===== config.mk =====
export PLATFORM = sky130hd
export DESIGN_NAME = wakeupPipelineRegister
export DESIGN_NICKNAME = d
export VERILOG_FILES = /design/src/rtl/recoveryPkg.sv /design/src/rtl/schedPkg.sv /design/src/rtl/flushWindowTracker.sv /design/src/rtl/wakeupLane.sv /design/src/rtl/wakeupPipelineRegister.sv
export SDC_FILE = /design/constraint.sdc
export NUM_CORES = 1
export LEC_CHECK = 0
export ABC_AREA = 0
export BUFFER_PORTS_ARGS = -buffer_cell sky130_fd_sc_hd__buf_4
export CELL_PAD_IN_SITES_DETAIL_PLACEMENT = 0
export CELL_PAD_IN_SITES_GLOBAL_PLACEMENT = 2
export CORE_ASPECT_RATIO = 0.6
export CORE_MARGIN = 10
export CORE_UTILIZATION = 30
export DETAILED_ROUTE_END_ITERATION = 8
export PLACE_DENSITY = 0.87
export SETUP_SLACK_MARGIN = 0.4
export SLEW_MARGIN = 20
export SYNTH_ARGS = -nofsm -noshare
export SYNTH_HDL_FRONTEND = slang
export SYNTH_SLANG_ARGS = --single-unit

===== constraint.sdc =====
create_clock -name clk -period 1.8 [get_ports clk]
set_input_delay 0.09 -clock clk [delete_from_list [all_inputs] [get_ports clk]]
set_output_delay 0.09 -clock clk [all_outputs]
set_load 0.05 [all_outputs]

===== src/rtl/recoveryPkg.sv =====
// Recovery types shared by the scheduler wakeup path
// Active-list pointers, recovery requests from the recovery manager
// and the latched selective-flush window with its range check

package recoveryPkg;

    // Active-list geometry
    localparam int activeListEntries = 64;

    typedef logic [$clog2(activeListEntries)-1:0] activeListPtrT;

    // Recovery request, toRecovery is a one-cycle strobe
    typedef struct packed {
        logic          toRecovery;
        logic          fromRwStage;
        activeListPtrT headPtr;
        activeListPtrT tailPtr;
        logic          flushAll;
    } recoveryReqT;

    // Range of active-list entries being flushed selectively
    typedef struct packed {
        activeListPtrT headPtr;
        activeListPtrT tailPtr;
        logic          flushAll;
    } flushWindowT;

    // True when ptr lies in [headPtr, tailPtr) on the circular list
    // An equal head and tail means nothing is in range
    function automatic logic inFlushRange(flushWindowT window, activeListPtrT ptr);
        logic hit;
        if (window.flushAll) begin
            hit = 1'b1;
        end else if (window.headPtr <= window.tailPtr) begin
            hit = (ptr >= window.headPtr) && (ptr < window.tailPtr);
        end else begin
            // Range wraps past the end of the list
            hit = (ptr >= window.headPtr) || (ptr < window.tailPtr);
        end
        return hit;
    endfunction

endpackage


===== src/rtl/schedPkg.sv =====
// Scheduler types for the issue queue and its wakeup path
// Slot indices, dependency vectors and the records that travel
// from select logic through the wakeup pipeline back to the queue

package schedPkg;

    // Issue-queue geometry
    localparam int iqEntries = 16;

    typedef logic [$clog2(iqEntries)-1:0] iqIndexT;
    typedef logic [iqEntries-1:0]         iqOneHotT;

    // One granted entry from the select logic
    typedef struct packed {
        logic                       valid;
        iqIndexT                    iqPtr;
        // Consumers that depend on this producer
        iqOneHotT                   depVector;
        recoveryPkg::activeListPtrT alPtr;
    } issueSelectT;

    // Wakeup toward the producer matrix
    typedef struct packed {
        logic     valid;
        iqIndexT  iqPtr;
        iqOneHotT depVector;
    } wakeupT;

    // Slot release toward the issue queue
    typedef struct packed {
        logic    valid;
        iqIndexT iqPtr;
    } releaseT;

endpackage


===== src/rtl/flushWindowTracker.sv =====
// Selective-flush window tracker
// Latches the active-list range of a recovery from the register-write
// stage and counts, per lane class, how many cycles flushed ops may
// still sit in the wakeup pipeline

`timescale 1ns/1ns

module flushWindowTracker #(
    parameter int MemLatency = 2
) (
    input  logic                       clk,
    input  logic                       rstN,
    input  logic                       stall,
    input  recoveryPkg::recoveryReqT   recoveryReq,
    output recoveryPkg::flushWindowT   window,
    output logic                       intWindowActive,
    output logic                       memWindowActive,
    output logic                       flushedOpExist
);

    // Integer lanes always have a single stage
    localparam int IntLatency = 1;
    localparam int IntCntW    = $clog2(IntLatency + 1);
    localparam int MemCntW    = $clog2(MemLatency + 1);

    logic               selRecovery;
    logic [IntCntW-1:0] intCount;
    logic [MemCntW-1:0] memCount;

    if (MemLatency < 2) begin : genLatencyCheck
        $error("Memory lanes need a latency of at least 2");
    end

    assign selRecovery = recoveryReq.toRecovery && recoveryReq.fromRwStage;

    // Flush range is only meaningful while a counter is running
    always_ff @(posedge clk) begin
        if (selRecovery) begin
            window.headPtr  <= recoveryReq.headPtr;
            window.tailPtr  <= recoveryReq.tailPtr;
            window.flushAll <= recoveryReq.flushAll;
        end
    end

    // A counter at its full value still covers the entry stage,
    // which only advances without a stall
    always_ff @(posedge clk or negedge rstN) begin
        if (!rstN) begin
            intCount <= '0;
            memCount <= '0;
        end else if (selRecovery) begin
            intCount <= IntCntW'(IntLatency);
            memCount <= MemCntW'(MemLatency);
        end else begin
            if (intCount == IntCntW'(IntLatency)) begin
                if (!stall) begin
                    intCount <= intCount - 1'b1;
                end
            end else if (intCount != '0) begin
                intCount <= intCount - 1'b1;
            end

            if (memCount == MemCntW'(MemLatency)) begin
                if (!stall) begin
                    memCount <= memCount - 1'b1;
                end
            end else if (memCount != '0) begin
                memCount <= memCount - 1'b1;
            end
        end
    end

    assign intWindowActive = (intCount != '0);
    assign memWindowActive = (memCount != '0);
    assign flushedOpExist  = intWindowActive || memWindowActive;

    // Memory counter stays within the depth of the memory lanes
    counterBound: assert property (
        @(posedge clk) disable iff (!rstN)
        memCount <= MemCntW'(MemLatency)
    );

endmodule


===== src/rtl/wakeupLane.sv =====
// Wakeup delay line for one issue lane
// Captures a granted entry, delays it by Latency cycles and then
// wakes up its consumers and releases its issue-queue slot
// Handles flushing slots, full and selective recovery and stall

`timescale 1ns/1ns

module wakeupLane #(
    parameter int Latency = 1
) (
    input  logic                     clk,
    input  logic                     rstN,
    input  logic                     stall,
    input  schedPkg::issueSelectT    select,
    input  schedPkg::iqOneHotT       flushIqEntry,
    input  recoveryPkg::recoveryReqT recoveryReq,
    input  recoveryPkg::flushWindowT window,
    input  logic                     windowActive,
    output schedPkg::wakeupT         wakeup,
    output schedPkg::releaseT        releaseEntry
);

    import schedPkg::*;
    import recoveryPkg::*;

    // A single-stage lane cannot insert a bubble, so it gates instead
    localparam bit GateOnStall = (Latency == 1);

    // Stage Latency-1 takes new selections, stage 0 drives the outputs
    issueSelectT stage [Latency];
    issueSelectT entry;
    logic        fullFlush;
    logic        stallGate;
    logic        flushHit;

    if (Latency < 1) begin : genLatencyCheck
        $error("A wakeup lane needs at least one stage");
    end

    assign fullFlush = recoveryReq.toRecovery && !recoveryReq.fromRwStage;

    // Drop a grant whose slot is being flushed in the same cycle
    always_comb begin
        entry       = select;
        entry.valid = select.valid && !flushIqEntry[select.iqPtr];
    end

    for (genvar i = 0; i < Latency; i++) begin : genStage
        if (i == Latency - 1) begin : genEntry
            // Entry stage holds under stall
            always_ff @(posedge clk or negedge rstN) begin
                if (!rstN) begin
                    stage[i] <= '0;
                end else if (fullFlush) begin
                    stage[i].valid <= 1'b0;
                end else if (!stall) begin
                    stage[i] <= entry;
                end
            end
        end else begin : genShift
            // Later stages keep moving, the one behind a held entry
            // takes a bubble
            always_ff @(posedge clk or negedge rstN) begin
                if (!rstN) begin
                    stage[i] <= '0;
                end else if (fullFlush) begin
                    stage[i].valid <= 1'b0;
                end else if (stall && (i == Latency - 2)) begin
                    stage[i].valid     <= 1'b0;
                    stage[i].depVector <= '0;
                end else begin
                    stage[i] <= stage[i+1];
                end
            end
        end
    end

    assign stallGate = GateOnStall && stall;

    // Ops inside the selective-flush range must not wake consumers
    assign flushHit = windowActive && inFlushRange(window, stage[0].alPtr);

    always_comb begin
        wakeup.valid     = stage[0].valid && !flushHit && !stallGate;
        wakeup.iqPtr     = stage[0].iqPtr;
        wakeup.depVector = stallGate ? '0 : stage[0].depVector;
    end

    // The slot is freed even for a flushed op
    always_comb begin
        releaseEntry.valid = stage[0].valid && !stallGate;
        releaseEntry.iqPtr = stage[0].iqPtr;
    end

    // A grant with no stall or full flush on its way reaches the
    // outputs Latency cycles after it was taken
    laneLatency: assert property (
        @(posedge clk) disable iff (!rstN)
        (entry.valid && !stall && !fullFlush) ##1 (!stall && !fullFlush) [*Latency]
        |-> releaseEntry.valid && (releaseEntry.iqPtr == $past(entry.iqPtr, Latency))
    );

endmodule


===== src/rtl/wakeupPipelineRegister.sv =====
// Wakeup pipeline register of the out-of-order scheduler
// Integer lanes come first in the select, wakeup and release arrays,
// memory lanes follow; one tracker bounds the selective-flush window

`timescale 1ns/1ns

module wakeupPipelineRegister #(
    parameter int IntIssueWidth = 2,
    parameter int MemIssueWidth = 1,
    parameter int MemLatency    = 2
) (
    input  logic                     clk,
    input  logic                     rstN,
    input  logic                     stall,
    input  schedPkg::issueSelectT    select [IntIssueWidth + MemIssueWidth],
    input  schedPkg::iqOneHotT       flushIqEntry,
    input  recoveryPkg::recoveryReqT recoveryReq,
    output schedPkg::wakeupT         wakeup [IntIssueWidth + MemIssueWidth],
    output schedPkg::releaseT        releaseEntry [IntIssueWidth + MemIssueWidth],
    output logic                     flushedOpExist
);

    import recoveryPkg::*;

    flushWindowT window;
    logic        intWindowActive;
    logic        memWindowActive;

    flushWindowTracker #(
        .MemLatency(MemLatency)
    ) flushWindowTracker_inst (
        .clk            (clk),
        .rstN           (rstN),
        .stall          (stall),
        .recoveryReq    (recoveryReq),
        .window         (window),
        .intWindowActive(intWindowActive),
        .memWindowActive(memWindowActive),
        .flushedOpExist (flushedOpExist)
    );

    for (genvar i = 0; i < IntIssueWidth; i++) begin : genIntLane
        wakeupLane #(
            .Latency(1)
        ) wakeupLane_inst (
            .clk         (clk),
            .rstN        (rstN),
            .stall       (stall),
            .select      (select[i]),
            .flushIqEntry(flushIqEntry),
            .recoveryReq (recoveryReq),
            .window      (window),
            .windowActive(intWindowActive),
            .wakeup      (wakeup[i]),
            .releaseEntry(releaseEntry[i])
        );
    end

    for (genvar i = 0; i < MemIssueWidth; i++) begin : genMemLane
        wakeupLane #(
            .Latency(MemLatency)
        ) wakeupLane_inst (
            .clk         (clk),
            .rstN        (rstN),
            .stall       (stall),
            .select      (select[IntIssueWidth + i]),
            .flushIqEntry(flushIqEntry),
            .recoveryReq (recoveryReq),
            .window      (window),
            .windowActive(memWindowActive),
            .wakeup      (wakeup[IntIssueWidth + i]),
            .releaseEntry(releaseEntry[IntIssueWidth + i])
        );
    end

endmodule


# After elaboration in Yosys (flattened, before gate mapping)

Cells that the tools add are included.

Divide/modulo/power cells: 0
Shift-type cells: 0
Equal/unequal tests: 3
Magnitude comparators: 10
Reduce and logical (&&, ||, !) cells: 34
Mux-type cells: 30
Bitwise operators: 2
$add $sub $neg: 2
Multiply operators: 0

Operators by type and width:

| cell                  | number |
|---|---|
| $mux W27              | 3 |
| $mux W16              | 3 |
| $ge A6 B6 Y1          | 3 |
| $logic_and A1 B1 Y1   | 18 |
| $lt A6 B6 Y1          | 3 |
| $mux W1               | 17 |
| $lt A4 B5 Y1 const B  | 3 |
| $bmux W1 S4           | 3 |
| $logic_not A1 Y1      | 8 |
| $mux W2               | 4 |
| $le A6 B6 Y1          | 1 |
| $logic_or A1 B1 Y1    | 4 |
| $reduce_and A2 Y1     | 2 |
| $ne A3 B2 Y1 const B  | 1 |
| $reduce_bool A3 Y1    | 1 |
| $eq A2 B2 Y1 const B  | 1 |
| $ne A2 B1 Y1 const B  | 1 |
| $not A1 Y1            | 2 |
| $reduce_bool A2 Y1    | 1 |
| $sub A2 B1 Y2 const B | 1 |
| $sub A1 B1 Y1 const B | 1 |

Memory bits (writable): 0
Register bits: 124
Output and inout port bits: 79
Word-level logic and storage cells: 102
Latch bits: 0
Bits in read-only memories: 0
Memories kept: 0

# Depth between registers and ports, before layout

Depth after elaboration: 8
Mapped depth: 7
Mapped depth without buffers: 7

# Hierarchy

From an unflattened synthesis, not the netlist that was laid out.

Cells, all modules: 583
Area, all modules: 6894.1 sq um

By module, submodules not included:

| module                                      | area an instance (sq um) | sequential area each (sq um) | cells an instance | instances |
|---|---|---|---|---|
| wakeupLane at genMemLane[0].wakeupLane_inst | 2821.5                   | 1351.3                       | 244               | 1 |
| wakeupLane at genIntLane[1].wakeupLane_inst | 1747.9                   | 675.6                        | 154               | 1 |
| wakeupLane at genIntLane[0].wakeupLane_inst | 1746.7                   | 675.6                        | 154               | 1 |
| flushWindowTracker                          | 578.1                    | 465.4                        | 31                | 1 |

# Worst setup path before layout

OpenSTA, ideal clock, no wires.

Path kind: reg-to-output
Start: register genIntLane[1].wakeupLane_inst.stage[26] (netlist name)
End: output wakeup[41] (netlist name)
Slack: -0.337 ns
Buffers on the path: 0
Arrival time: 2.047 ns
Stages on the path, launching flop included: 5
Cell sequence: dfrtp_1 > nor2b_1 > nand2b_1 > a2111oi_0 > a211o_1

RTL lines:

| what                             | line                         | text |
|---|---|---|
| start: declaration               | wakeupLane.sv:30             | `issueSelectT stage [Latency];` |
| start signal: indexed assignment | wakeupLane.sv:57             | `stage[i] <= entry;` |
| end: declaration                 | wakeupPipelineRegister.sv:18 | `output schedPkg::wakeupT wakeup [IntIssueWidth + MemIssueWidth],` |

==> impl_metrics.json <==
{
  "rsz0062_at_grt": "yes",
  "synth_compound_area_frac": 0.0638,
  "yosys.area_share.xor_xnor": 0.00135,
  "track_usage": 0.144,
  "yosys_warnings": 0,
  "ys_top_cells_by_area": "dfrtp_1 43%, mux2_2 15%, ha_1 7.9%, edfxtp_1 6.0%, buf_4 5.5%",
  "crit_chain": "ha_4 -> and4_4 -> and3_4 -> a31oi_4 -> buf_12 -> a2111oi_4 -> a211o_2 -> buf_8",
  "synth_cells": 519,
  "cts.sinks": 124,
  "placed_cells": 959,
  "fin_crit_ns": 2.46,
  "grt_pass1_wl_um": 31900,
  "max_freq_mhz": 406,
  "synthAdderAreaFrac": 0.0788,
  "port_buffers": 193,
  "num_vias": 5058,
  "synth.avg_cell_area_um2": 12.5,
  "min_path_type": "primary input to register",
  "ys.flop_type": "dfrtp_1",
  "grt_overflow": 0,
  "synthToLayoutAreaGrowth_pct": 52.9,
  "drt_iter0_markers": 171,
  "fp.dieH_um": 134,
  "min_period_over_period": 1.37,
  "async_flop_share": 0.895,
  "synthesis.nets": 675,
  "start_util": 0.307,
  "fin_nets": 952,
  "drt-vias-per-instance": 4.66,
  "setup_viol": 3,
  "drc": 0,
  "dieArea_um2": 28200,
  "synth_top_area_frac": 0.427,
  "crit_slowest_cell": "edfxtp_1",
  "stdcell_count": 1086,
  "ys_seq_elements": 124,
  "wl_um": 20400,
  "vdd_drop_max_uv": 646,
  "hold_violations": 0,
  "path_class": "register to output port",
  "final_util": 0.470,
  "grt_pass1_vias": 5777,
  "fin_skew_ns": 0.00686,
  "cts_tree": "built",
  "synthMuxAreaShare": 0.202,
  "h-tree-depth": 4,
  "path_buf_inv": 2,
  "io_pins": 194,
  "grt_max_degree": 63,
  "hpwl_um": 14700,
  "drtPass1Iterations": 4,
  "slew_headroom": 0.443,
  "drtAntennaViolNets": 0,
  "worst-path-max-fanout": 6,
  "rows": 41,
  "routabilityCongestion": 0.888,
  "clockRootBuffer": "clkbuf_16",
  "synth_top_family_by_area": "multiplexers",
  "synth_edf_count": 13,
  "worstMarginPinSlew_ns": 0.836,
  "seq_area_frac_synth": 0.487,
  "worstPathArrival_ns": 2.37,
  "slew_violations": 0,
  "powerDensity_nw_per_um2": 999,
  "die_w_um": 210,
  "synth-simple-area-share": 0.0942,
  "clk_latency_ns": 0.42,
  "clock_path_buffers": 2,
  "critPathRequiredTime_ns": 1.71,
  "fp.coreArea_um2": 21200,
  "diodes": 0,
  "drv_cap": 0,
  "clkSlewWorstSetupHoldPaths_ns": 0.06,
  "synth_top_area_cell": "dfrtp_1",
  "cp-end-kind": "output port",
  "cts_buffers": 17,
  "final_layout_size_suffix_gt1_frac": 0.467,
  "slowest_delay_ns": 0.45,
  "final.setup.worst_slack_ns": -0.662,
  "violations": "setup timing",
  "antenna_found_initial": 0,
  "crit_family": "compound AO/OA/AOI/OAI gates",
  "syn-cell-area_um2": 6510,
  "critPathLaunchType": "register",
  "status": "finished, violations left",
  "wl_per_cell_um": 18.7,
  "p_leak_uw": 0.00449,
  "ys_types": 35
}
## stage by stage
| stage | total power, uW | setup TNS (ns) | cell area, um2 | setup WS, ns | hold slack (ns) |
|---|---|---|---|---|---|
| finish | 9940 | -1.96 | 9960 | -0.662 | 0.0124 |
| floorplan | 5300 | -0.0471 | 6580 | -0.0183 | -0.206 |
| global route | 10400 | -2.19 | 9960 | -0.762 | 0.0187 |
| detailed placement | 6150 | -0.810 | 8220 | -0.336 | 0.0745 |
| global placement | 6060 | -0.586 | 8220 | -0.200 | 0.0669 |
| CTS | 9940 | -1.95 | 9880 | -0.665 | 0.0104 |
## cells in the mapped netlist, types with 2 or more instances
| master | n |
|---|---|
| clkbuf_1 | 8 |
| a211oi_1 | 4 |
| o21ai_0 | 28 |
| a21oi_1 | 6 |
| nand2b_1 | 22 |
| o2111ai_1 | 3 |
| mux4_1 | 12 |
| nand3_1 | 4 |
| nor2b_1 | 39 |
| a21o_1 | 2 |
| nor3b_1 | 3 |
| a2111oi_0 | 4 |
| and2_1 | 2 |
| nand2_1 | 23 |
| o21ai_1 | 3 |
| mux2i_1 | 3 |
| buf_2 | 5 |
| nor2_1 | 5 |
| ha_1 | 41 |
| edfxtp_1 | 13 |
| o21a_1 | 4 |
| nor3_1 | 3 |
| buf_4 | 48 |
| mux2_2 | 86 |
| o21bai_1 | 2 |
| nand4_1 | 3 |
| a211o_1 | 5 |
| inv_1 | 17 |
| o211ai_1 | 3 |
| dfrtp_1 | 111 |
| nand3b_1 | 3 |
## layout make-up
class | count | area (um2)
Clock buffer | 22 | 454
Inverter | 17 | 66.3
Sequential cell | 124 | 3170
Tap cell | 279 | 349
Multi-Input combinational cell | 317 | 3090
Timing Repair Buffer | 319 | 2710
Fill cell | 1891 | 11200
Clock inverter | 8 | 119
## registers in the layout, indices dropped and copies added (netlist names)
| name | cells |
|---|---|
| flushWindowTracker_inst.window | 13 |
| flushWindowTracker_inst.memCount | 2 |
| genMemLane.wakeupLane_inst.stage | 33 |
| genMemLane.wakeupLane_inst.releaseEntry | 5 |
| genIntLane.wakeupLane_inst.releaseEntry | 8 |
| genMemLane.wakeupLane_inst.wakeup | 16 |
| flushWindowTracker_inst.intWindowActive | 1 |
| genIntLane.wakeupLane_inst.stage | 46 |
## worst register-to-register path, stage by stage (launching register included)
cell and delay (ns):
dfrtp_1 0.39, buf_6 0.13, ha_4 0.14, mux2_4 0.32, a211o_1 0.26
## layer usage
| metal | global-route usage | share of wire | vias to the layer above |
|---|---|---|---|
| met4 | 0.0405 | 0.013 | 0 |
| met5 | 0 | 0 | - |
| met3 | 0.0477 | 0.073 | 23 |
| met1 | 0.180 | 0.45 | 2494 |
| li1 | - | - | 2364 |
| met2 | 0.232 | 0.47 | 177 |
## cell usage in the layout, fill, tap and decap left out, drive strengths merged, types with 5 or more instances in the layout
cell type	count
mux4	12
dfrtp	111
a211o	5
nand2b	22
mux2	86
nor2	5
a21oi	6
ha	41
nor2b	39
clkbuf	22
edfxtp	13
inv	18
nand2	23
buf	227
dlygate4sd3	91
o21ai	31
## power breakdown
group,internal [uW],leakage (uW),switching [uW]
clock,2190,0.000280,1230
sequential,3210,0.00145,247
combinational,1400,0.00276,1670
## cell families after synthesis
kind of cell / Yosys count
DFF: 124
and+or+nand+nor: 109
muxes: 101
buffers and inverters: 78
AOI/OAI and AO/OA: 65
adders and majority gates: 41
xor gates and xnor gates: 1
## timing repair
item                                    in CTS  in global routing
hold endpoints to repair                   117                  0
hold buffers                                92                  0
endpoints found under the setup margin       7                  7
pin swaps                                    6                  7
gates resized for setup                     30                 15
setup buffers                                4                  1
## path summary, 6_finish.rpt
path | to | cells after the start | slack, ns | startpoint
max | wakeup[62] | 8 | -0.66 | flushWindowTracker_inst.window[12]$_DFFE_PP_
max reg2reg | flushWindowTracker_inst.memCount[1]$_DFFE_PN0P_ | 4 | 0.44 | flushWindowTracker_inst.memCount[1]$_DFFE_PN0P_
min | flushWindowTracker_inst.intWindowActive$_DFF_PN0_ | 2 | 0.01 | stall
min in group asynchronous | genMemLane[0].wakeupLane_inst.wakeup[8]$_DFFE_PN0N_ | 2 | 0.17 | rstN
max in group asynchronous | genIntLane[0].wakeupLane_inst.stage[18]$_DFFE_PN0P_ | 3 | 0.99 | rstN
min reg2reg | genMemLane[0].wakeupLane_inst.wakeup[0]$_DFFE_PN0N_ | 2 | 0.48 | genMemLane[0].wakeupLane_inst.wakeup[0]$_DFFE_PN0N_
No activity file was read; power rests on OpenSTA's default activity.
